$ cat config.mk
export PLATFORM = sky130hd
export DESIGN_NAME = fetch_top
export DESIGN_NICKNAME = d
export VERILOG_FILES = /design/src/common/fetch_pkg.sv /design/src/common/fetch_rsp_if.sv /design/src/axi_fetch/axi_fetch.sv /design/src/logic/fetch_top.sv /design/src/logic/inst_queue.sv /design/src/logic/pc_gen.sv /design/src/logic/predecode.sv
export SDC_FILE = /design/constraint.sdc
export NUM_CORES = 1
export LEC_CHECK = 0
export ABC_AREA = 1
export BUFFER_PORTS_ARGS = -buffer_cell sky130_fd_sc_hd__buf_2
export CAP_MARGIN = 20
export CELL_PAD_IN_SITES_DETAIL_PLACEMENT = 0
export CELL_PAD_IN_SITES_GLOBAL_PLACEMENT = 2
export CORE_UTILIZATION = 35
export DETAILED_ROUTE_END_ITERATION = 10
export PLACE_DENSITY_LB_ADDON = 0.1
export SYNTH_ARGS = -nofsm -noshare
export SYNTH_HDL_FRONTEND = slang
export SYNTH_SLANG_ARGS = --single-unit
$ cat constraint.sdc
create_clock -name clock -period 4.35 [get_ports clock]
set_input_delay 0 -clock clock [delete_from_list [all_inputs] [get_ports clock]]
set_output_delay 0 -clock clock [all_outputs]
set_load 0.01 [all_outputs]
$ cat src/common/fetch_pkg.sv
package fetch_pkg;

    typedef logic [31:0] addr_t;      // byte address of an instruction
    typedef logic [31:0] inst_t;      // one 32-bit instruction word
    typedef logic [1:0]  axi_resp_t;  // OKAY is 2'b00, anything else faults

    typedef logic [6:0]  opcode_t;    // major opcode field inst[6:0]

    // rv32 major opcodes seen by predecode
    localparam opcode_t OPC_LOAD     = 7'b000_0011;
    localparam opcode_t OPC_MISC_MEM = 7'b000_1111;
    localparam opcode_t OPC_OP_IMM   = 7'b001_0011;
    localparam opcode_t OPC_AUIPC    = 7'b001_0111;
    localparam opcode_t OPC_STORE    = 7'b010_0011;
    localparam opcode_t OPC_OP       = 7'b011_0011;
    localparam opcode_t OPC_LUI      = 7'b011_0111;
    localparam opcode_t OPC_BRANCH   = 7'b110_0011;
    localparam opcode_t OPC_JALR     = 7'b110_0111;
    localparam opcode_t OPC_JAL      = 7'b110_1111;
    localparam opcode_t OPC_SYSTEM   = 7'b111_0011;

    // instruction class handed to decode
    typedef enum logic [3:0] {
        KIND_ALU,
        KIND_LOAD,
        KIND_STORE,
        KIND_BRANCH,
        KIND_JAL,
        KIND_JALR,
        KIND_SYSTEM,
        KIND_ILLEGAL,
        KIND_FAULT      // bus error on the fetch
    } inst_kind_e;

    // read master states
    typedef enum logic [1:0] {
        ST_IDLE,        // waiting for a request
        ST_AR,          // address phase
        ST_R,           // data phase
        ST_HOLD         // word held for the queue
    } fetch_state_e;

endpackage

$ cat src/common/fetch_rsp_if.sv
`timescale 1ns/1ns

// fetched word plus its pc and bus error, valid/ready handshake
interface fetch_rsp_if;
    import fetch_pkg::*;

    logic  valid;   // word on offer
    logic  ready;   // consumer takes it
    addr_t pc;      // address the word came from
    inst_t inst;    // raw instruction bits
    logic  err;     // bus returned non-OKAY

    modport producer (
        output valid, pc, inst, err,
        input  ready
    );

    modport consumer (
        input  valid, pc, inst, err,
        output ready
    );

endinterface

$ cat src/axi_fetch/axi_fetch.sv
`timescale 1ns/1ns

module axi_fetch (
    input  logic                 clock,
    input  logic                 reset,
    // request from pc_gen
    input  logic                 req_valid_i,
    output logic                 req_ready_o,
    input  fetch_pkg::addr_t     req_addr_i,
    input  logic                 flush_i,       // drops the wrong-path read
    // axi read address channel
    output logic                 ar_valid_o,
    input  logic                 ar_ready_i,
    output fetch_pkg::addr_t     ar_addr_o,
    // axi read data channel
    input  logic                 r_valid_i,
    output logic                 r_ready_o,
    input  fetch_pkg::inst_t     r_data_i,
    input  fetch_pkg::axi_resp_t r_resp_i,
    // fetched word toward the queue
    fetch_rsp_if.producer        rsp
);
    import fetch_pkg::*;

    fetch_state_e state_q, state_d;
    logic         stale_q;    // in-flight read belongs to the old path
    addr_t        addr_q;     // pc of the read
    inst_t        data_q;     // returned word
    logic         err_q;      // non-OKAY response

    logic req_fire;
    logic r_fire;

    assign req_fire = req_valid_i && req_ready_o;
    assign r_fire   = r_valid_i && r_ready_o;

    always_comb begin
        state_d = state_q;
        case (state_q)
            ST_IDLE: if (req_valid_i) state_d = ST_AR;
            ST_AR:   if (ar_ready_i)  state_d = ST_R;
            ST_R: begin
                // a stale beat completes on the bus and is then thrown away
                if (r_valid_i) state_d = (stale_q || flush_i) ? ST_IDLE : ST_HOLD;
            end
            ST_HOLD: if (rsp.ready || flush_i) state_d = ST_IDLE;
            default: state_d = ST_IDLE;
        endcase
    end

    always_ff @(posedge clock or negedge reset) begin
        if (!reset) begin
            state_q <= ST_IDLE;
        end else begin
            state_q <= state_d;
        end
    end

    // mark a read stale if flush lands before its data returns
    always_ff @(posedge clock or negedge reset) begin
        if (!reset) begin
            stale_q <= 1'b0;
        end else if (r_fire) begin
            stale_q <= 1'b0;                // cleared once the beat is taken
        end else if (flush_i && (state_q == ST_AR || state_q == ST_R || req_fire)) begin
            stale_q <= 1'b1;
        end
    end

    // payload capture
    always_ff @(posedge clock) begin
        if (req_fire) begin
            addr_q <= req_addr_i;
        end
        if (r_fire) begin
            data_q <= r_data_i;
            err_q  <= (r_resp_i != 2'b00);
        end
    end

    assign req_ready_o = (state_q == ST_IDLE);  // one read outstanding
    assign ar_valid_o  = (state_q == ST_AR);
    assign ar_addr_o   = addr_q;
    assign r_ready_o   = (state_q == ST_R);

    assign rsp.valid = (state_q == ST_HOLD);
    assign rsp.pc    = addr_q;
    assign rsp.inst  = data_q;
    assign rsp.err   = err_q;

    // AR address frozen until the slave takes it
    property p_ar_stable;
        @(posedge clock) disable iff (!reset)
            ar_valid_o && !ar_ready_i |=> ar_valid_o && $stable(ar_addr_o);
    endproperty
    a_ar_stable: assert property (p_ar_stable)
        else $error("axi_fetch: AR address changed before handshake");

endmodule

$ cat src/logic/fetch_top.sv
`timescale 1ns/1ns

module fetch_top #(
    parameter fetch_pkg::addr_t RESET_PC    = 32'h8000_0000,
    parameter int unsigned      QUEUE_DEPTH = 4
) (
    input  logic                  clock,
    input  logic                  reset,
    // axi read master
    output logic                  ar_valid_o,
    input  logic                  ar_ready_i,
    output fetch_pkg::addr_t      ar_addr_o,
    input  logic                  r_valid_i,
    output logic                  r_ready_o,
    input  fetch_pkg::inst_t      r_data_i,
    input  fetch_pkg::axi_resp_t  r_resp_i,
    // instructions toward decode
    output logic                  inst_valid_o,
    input  logic                  inst_ready_i,
    output fetch_pkg::addr_t      inst_pc_o,
    output fetch_pkg::inst_t      inst_o,
    output logic                  inst_err_o,
    output fetch_pkg::inst_kind_e inst_kind_o
);
    import fetch_pkg::*;

    logic  req_valid;     // pc_gen to axi_fetch
    logic  req_ready;
    addr_t req_addr;
    logic  flush;         // jal redirect pulse
    addr_t redirect_pc;

    fetch_rsp_if rsp ();  // axi_fetch to queue
    fetch_rsp_if head (); // queue to predecode

    pc_gen #(.RESET_PC(RESET_PC)) u_pc_gen (
        .clock         (clock),
        .reset         (reset),
        .req_valid_o   (req_valid),
        .req_ready_i   (req_ready),
        .req_addr_o    (req_addr),
        .flush_i       (flush),
        .redirect_pc_i (redirect_pc)
    );

    axi_fetch u_axi_fetch (
        .clock       (clock),
        .reset       (reset),
        .req_valid_i (req_valid),
        .req_ready_o (req_ready),
        .req_addr_i  (req_addr),
        .flush_i     (flush),
        .ar_valid_o  (ar_valid_o),
        .ar_ready_i  (ar_ready_i),
        .ar_addr_o   (ar_addr_o),
        .r_valid_i   (r_valid_i),
        .r_ready_o   (r_ready_o),
        .r_data_i    (r_data_i),
        .r_resp_i    (r_resp_i),
        .rsp         (rsp.producer)
    );

    inst_queue #(.QUEUE_DEPTH(QUEUE_DEPTH)) u_inst_queue (
        .clock   (clock),
        .reset   (reset),
        .flush_i (flush),
        .push    (rsp.consumer),
        .pop     (head.producer)
    );

    predecode u_predecode (
        .head          (head.consumer),
        .inst_valid_o  (inst_valid_o),
        .inst_ready_i  (inst_ready_i),
        .inst_pc_o     (inst_pc_o),
        .inst_o        (inst_o),
        .inst_err_o    (inst_err_o),
        .inst_kind_o   (inst_kind_o),
        .flush_o       (flush),
        .redirect_pc_o (redirect_pc)
    );

endmodule

$ cat src/logic/inst_queue.sv
`timescale 1ns/1ns

module inst_queue #(
    parameter int unsigned QUEUE_DEPTH = 4    // power of two, 2 or more
) (
    input  logic          clock,
    input  logic          reset,
    input  logic          flush_i,   // empty on redirect
    fetch_rsp_if.consumer push,      // from axi_fetch
    fetch_rsp_if.producer pop        // head toward predecode
);
    import fetch_pkg::*;

    localparam int PTR_W = $clog2(QUEUE_DEPTH);
    localparam int CNT_W = PTR_W + 1;

    // storage, no reset needed
    addr_t pc_mem   [QUEUE_DEPTH];
    inst_t inst_mem [QUEUE_DEPTH];
    logic  err_mem  [QUEUE_DEPTH];

    logic [PTR_W-1:0] wr_ptr_q;
    logic [PTR_W-1:0] rd_ptr_q;
    logic [CNT_W-1:0] count_q;   // entries in use

    logic do_push;
    logic do_pop;

    assign push.ready = (count_q != CNT_W'(QUEUE_DEPTH));   // not full
    assign pop.valid  = (count_q != '0);
    assign pop.pc     = pc_mem[rd_ptr_q];
    assign pop.inst   = inst_mem[rd_ptr_q];
    assign pop.err    = err_mem[rd_ptr_q];

    assign do_push = push.valid && push.ready;
    assign do_pop  = pop.valid && pop.ready;

    always_ff @(posedge clock) begin
        if (do_push) begin
            pc_mem[wr_ptr_q]   <= push.pc;
            inst_mem[wr_ptr_q] <= push.inst;
            err_mem[wr_ptr_q]  <= push.err;
        end
    end

    // pointers wrap on their own, depth is a power of two
    always_ff @(posedge clock or negedge reset) begin
        if (!reset) begin
            wr_ptr_q <= '0;
            rd_ptr_q <= '0;
            count_q  <= '0;
        end else if (flush_i) begin
            wr_ptr_q <= '0;
            rd_ptr_q <= '0;
            count_q  <= '0;
        end else begin
            if (do_push) wr_ptr_q <= wr_ptr_q + 1'b1;
            if (do_pop)  rd_ptr_q <= rd_ptr_q + 1'b1;
            case ({do_push, do_pop})
                2'b10:   count_q <= count_q + 1'b1;
                2'b01:   count_q <= count_q - 1'b1;
                default: count_q <= count_q;    // none or both
            endcase
        end
    end

    property p_no_overflow;
        @(posedge clock) disable iff (!reset)
            count_q <= CNT_W'(QUEUE_DEPTH);
    endproperty
    a_no_overflow: assert property (p_no_overflow)
        else $error("inst_queue: count above depth");

endmodule

$ cat src/logic/pc_gen.sv
`timescale 1ns/1ns

module pc_gen #(
    parameter fetch_pkg::addr_t RESET_PC = 32'h8000_0000
) (
    input  logic             clock,
    input  logic             reset,
    output logic             req_valid_o,   // fetch request
    input  logic             req_ready_i,   // read master free
    output fetch_pkg::addr_t req_addr_o,    // address to fetch
    input  logic             flush_i,       // redirect from predecode
    input  fetch_pkg::addr_t redirect_pc_i  // new fetch target
);
    import fetch_pkg::*;

    addr_t pc_q;        // next address to request
    logic  running_q;   // set one cycle after reset release

    // request line stays up once out of reset
    always_ff @(posedge clock or negedge reset) begin
        if (!reset) begin
            running_q <= 1'b0;
        end else begin
            running_q <= 1'b1;
        end
    end

    // redirect wins over a same-cycle accept
    always_ff @(posedge clock or negedge reset) begin
        if (!reset) begin
            pc_q <= RESET_PC;
        end else if (flush_i) begin
            pc_q <= redirect_pc_i;          // jump target
        end else if (req_valid_o && req_ready_i) begin
            pc_q <= pc_q + 32'd4;           // sequential
        end
    end

    assign req_valid_o = running_q;
    assign req_addr_o  = pc_q;

endmodule

$ cat src/logic/predecode.sv
`timescale 1ns/1ns

module predecode (
    fetch_rsp_if.consumer     head,           // queue head
    output logic              inst_valid_o,
    input  logic              inst_ready_i,
    output fetch_pkg::addr_t  inst_pc_o,
    output fetch_pkg::inst_t  inst_o,
    output logic              inst_err_o,
    output fetch_pkg::inst_kind_e inst_kind_o,
    output logic              flush_o,        // jal leaving, kill younger fetches
    output fetch_pkg::addr_t  redirect_pc_o   // jal target
);
    import fetch_pkg::*;

    opcode_t    opcode;
    inst_kind_e kind;
    addr_t      j_imm;     // sign-extended J-type offset

    assign opcode = head.inst[6:0];

    // J-immediate is imm[20|10:1|11|19:12] packed in inst[31:12]
    assign j_imm = {{12{head.inst[31]}}, head.inst[19:12], head.inst[20],
                    head.inst[30:21], 1'b0};

    always_comb begin
        if (head.err) begin
            kind = KIND_FAULT;      // bits are garbage, ignore opcode
        end else begin
            case (opcode)
                OPC_OP, OPC_OP_IMM,
                OPC_LUI, OPC_AUIPC:     kind = KIND_ALU;
                OPC_LOAD:               kind = KIND_LOAD;
                OPC_STORE:              kind = KIND_STORE;
                OPC_BRANCH:             kind = KIND_BRANCH;
                OPC_JAL:                kind = KIND_JAL;
                OPC_JALR:               kind = KIND_JALR;
                OPC_SYSTEM,
                OPC_MISC_MEM:           kind = KIND_SYSTEM;   // fence grouped here
                default:                kind = KIND_ILLEGAL;
            endcase
        end
    end

    // pass through, handshake is combinational
    assign inst_valid_o = head.valid;
    assign head.ready   = inst_ready_i;
    assign inst_pc_o    = head.pc;
    assign inst_o       = head.inst;
    assign inst_err_o   = head.err;
    assign inst_kind_o  = kind;

    // redirect fires only on the actual output transfer of a good jal
    assign redirect_pc_o = head.pc + j_imm;
    assign flush_o       = head.valid && inst_ready_i && (kind == KIND_JAL);

endmodule
==> summary.txt <==
Clock tree
  – TritonCTS Buffers: 42
  – CTS tree: yes
  – Clk_lat worst skew: 0.56 ns
  – H-Tree Depth: 2
  – Clk buf depth: 3
  – # clock sinks: 368
  – Clock root cell: clkbuf_16
  – Number of post-CTS setup repair buffers: 0
  – Clk pin slew, worst setup/hold paths: 0.06 ns

Setup path
  – Slowest stage delay, CP: 0.69 ns
  – Cell chain of the critical path: inv_4 > buf_12 > buf_12 > o21ai_0 > o22ai_1 > ha_1 > nand2_1 > nor4_1 > nand4_1 > nand3_1 > nand2_1 > a21o_1 > nand3_1 > nand2_1 > o21ai_1
  – CP max FO: 46
  – Worst path most repeated cell: nand2_1
  – WP data required: 4.83 ns
  – Worst R2R Path Depth: 15
  – Crit. End Element: flop
  – Critical path class: reg2reg
  – Slowest CP cell: nor4_1
  – Arrival @ worst endpoint: 4.55 ns
  – Type of origin of the critical path: flop

Global route
  – First-pass GRT wire length: 71660 um
  – Tot GR Track Use: 20.44%
  – Vias in the first global route: 11180
  – Pin count of the biggest net entering global routing: 80
  – Initial antenna violation count: 1
  – Overflow after GRT: 0

Synth
  – Synth top area share: 59.51%
  – Post-Syn Area: 0.01640 sq mm
  – Synth Instances: 1469
  – Library cells used by synthesis: 41
  – Sequential-to-total area share from yosys stat: 66.08%
  – Dominant synthesized flop cell: edfxtp_1
  – Area contributors post-synth: edfxtp_1, dfrtp_1, nand2_1
  – Mapped Nets: 1550
  – Most frequent cell after synthesis: edfxtp_1
  – Syn Area/Cell: 11.16 sq um
  – #FFs+latches synth: 368
  – Number of synthesized flops with an enable pin: 325
  – Synth area leader: edfxtp_1
  – Post-synth top cells: edfxtp_1, nand2_1, nor2_1
  – Synth Warn #: 0
  – Fraction of registers with async set/reset: 11.68%

Route
  – Via/cell ratio: 5.015
  – DR pass1 iterations: 5
  – Wirelength per Cell: 21.06 um
  – Drc violations: 0
  – Starting DRC count in detailed routing: 762
  – Overall routed net length: 48490 um
  – Vias: 11550
  – Antenna-violating nets left: 0

Floorplan
  – Initial Utilization: 35.83%
  – # IOs: 143
  – Die width: 218.5 um
  – Die area: 0.04772 sq mm
  – Num rows: 78
  – Core Area: 0.04577 sq mm
  – Die Y-Extent: 218.5 um

Final layout
  – Ant diodes: 0
  – Post-Route Utilization: 43.05%
  – Syn-to-layout area delta: 20.15%
  – Nets@finish: 1752
  – Layout cells sized above 1: 16.15%

STA
  – Min Hold Slack: 0.02829 ns
  – Rel. slew slack: 28.52%
  – Slew Viols, Final: 0
  – Final Hold Viols: 0
  – Highest Clock Rate: 245.7 MHz
  – Setup violators final: 0
  – Final cycle utilization of the critical path: 93.56%
  – Unrepaired setup endpoints after global routing: false
  – Actual slew at the worst max-slew pin: 1.072 ns
  – Setup ws final: 0.2799 ns
  – Min Clock Period, post-route: 4.070 ns
  – Setup TNS: 0 ns
  – Layout Skew: 0.01964 ns

Status
  – Status: completed

Placed design
  – RD Place Congestion: 0.8376
  – Pre-CTS setup slack: 0.3416 ns
  – DP HPWL: 32830 um
  – Number of port buffers: 142

Power and ir drop
  – Pwr Total: 16.61 mW
  – Leak: 7.404 nW
  – Maximum VDD drop: 0.3473 mV
  – Pwr/cell area: 843.1 mW/mm^2

Hold path
  – Min-Delay Path Depth: 7
  – Worst Hold Class: in2reg

Flow run
  – Max-cap violations: 0
## routing by layer
| metal | up-vias | share of wire [%] | track usage [%] |
|---|---|---|---|
| li1 | 5592 | - | - |
| met1 | 5650 | 48 | 29.04 |
| met2 | 267 | 47 | 32.99 |
| met3 | 41 | 4.2 | 3.243 |
| met4 | 0 | 1.3 | 3.986 |
| met5 | - | 0 | 0 |
## worst paths after layout
kind                                                from                       end  slack [ns]
worst max-delay path            u_inst_queue.rd_ptr_q[0]   u_pc_gen.req_addr_o[24]        0.28
max in group asynchronous                          reset  u_inst_queue.wr_ptr_q[0]        2.69
worst max register to register  u_inst_queue.rd_ptr_q[0]   u_pc_gen.req_addr_o[24]        0.28
worst min-delay path                           r_valid_i    u_axi_fetch.state_q[0]        0.03
worst min register to register    u_pc_gen.req_addr_o[0]  u_axi_fetch.ar_addr_o[0]        0.45
min in group asynchronous                          reset  u_inst_queue.wr_ptr_q[1]        0.37
## per-stage QoR
step,instances,area [sq um]
floorplan,1469,16400
global placement,2188,17940
detailed placement,2188,17940
CTS,2302,19690
global route,2303,19700
finish,2303,19700
## what timing repair did
item | CTS | global route
hold endpoints to repair | 57 | 0
gates resized for setup | 0 | 1
hold buffers | 38 | 0
endpoints found under the setup margin | 0 | 1
## power breakdown
part / switching [mW] / internal [mW] / leakage, nW
sequential: 0.465 / 4.55 / 3.48
clock: 1.42 / 2.13 / 0.661
combinational: 5.40 / 2.65 / 3.26
total: 7.28 / 9.33 / 7.40
## cells by family (layout without fill, tap and decap cells)
family	after synthesis	after routing	share of synthesized area (%)
AO/OA/AOI/OAI	303	303	9.980
AND/OR/NAND/NOR	568	568	14.48
XOR/XNOR	43	43	2.297
adder cells (fa/ha/maj)	42	42	3.296
buffers and inverters	144	378	3.838
other	1	1	0.02287
flip-flops	368	368	66.08
## cells in the final DEF, fill, tap and decap left out, drive strengths merged, types with 40 or more instances in the layout
cell type  count
nand3         65
o22ai         57
buf          175
dfrtp         42
ha            40
nand2        270
o21ai        168
nor2         194
inv           89
edfxtp       325
a21oi         60
clkbuf        50
## layout make-up
| class | instances | area, sq um |
|---|---|---|
| inverter | 89 | 339.1 |
| clock inverter | 26 | 287.8 |
| fill | 4354 | 26070 |
| clock buffer | 50 | 1081 |
| sequential | 368 | 10840 |
| tap | 600 | 750.7 |
| multi-input combinational | 957 | 4969 |
| timing repair buffer | 213 | 1434 |
## registers in the layout (all words and copies together) (netlist names)
name / flops
u_inst_queue.err_mem: 4
u_inst_queue.rd_ptr_q: 2
u_axi_fetch.ar_addr_o: 32
u_pc_gen.req_valid_o: 1
u_pc_gen.req_addr_o: 32
u_axi_fetch.stale_q: 1
u_inst_queue.inst_mem: 128
u_inst_queue.pc_mem: 128
u_inst_queue.wr_ptr_q: 2
u_axi_fetch.rsp.inst: 32
u_inst_queue.count_q: 3
u_axi_fetch.state_q: 2
u_axi_fetch.rsp.err: 1
## critical path: cells and delay by family (launching register included)
family | cells | cell delay (ns)
buf+inv | 3 | 0.69
simple gates | 7 | 1.61
flops | 1 | 0.62
fa+ha+maj | 1 | 0.39
compound gates | 4 | 0.62
Note: power is estimated with default switching activity, not from simulation.
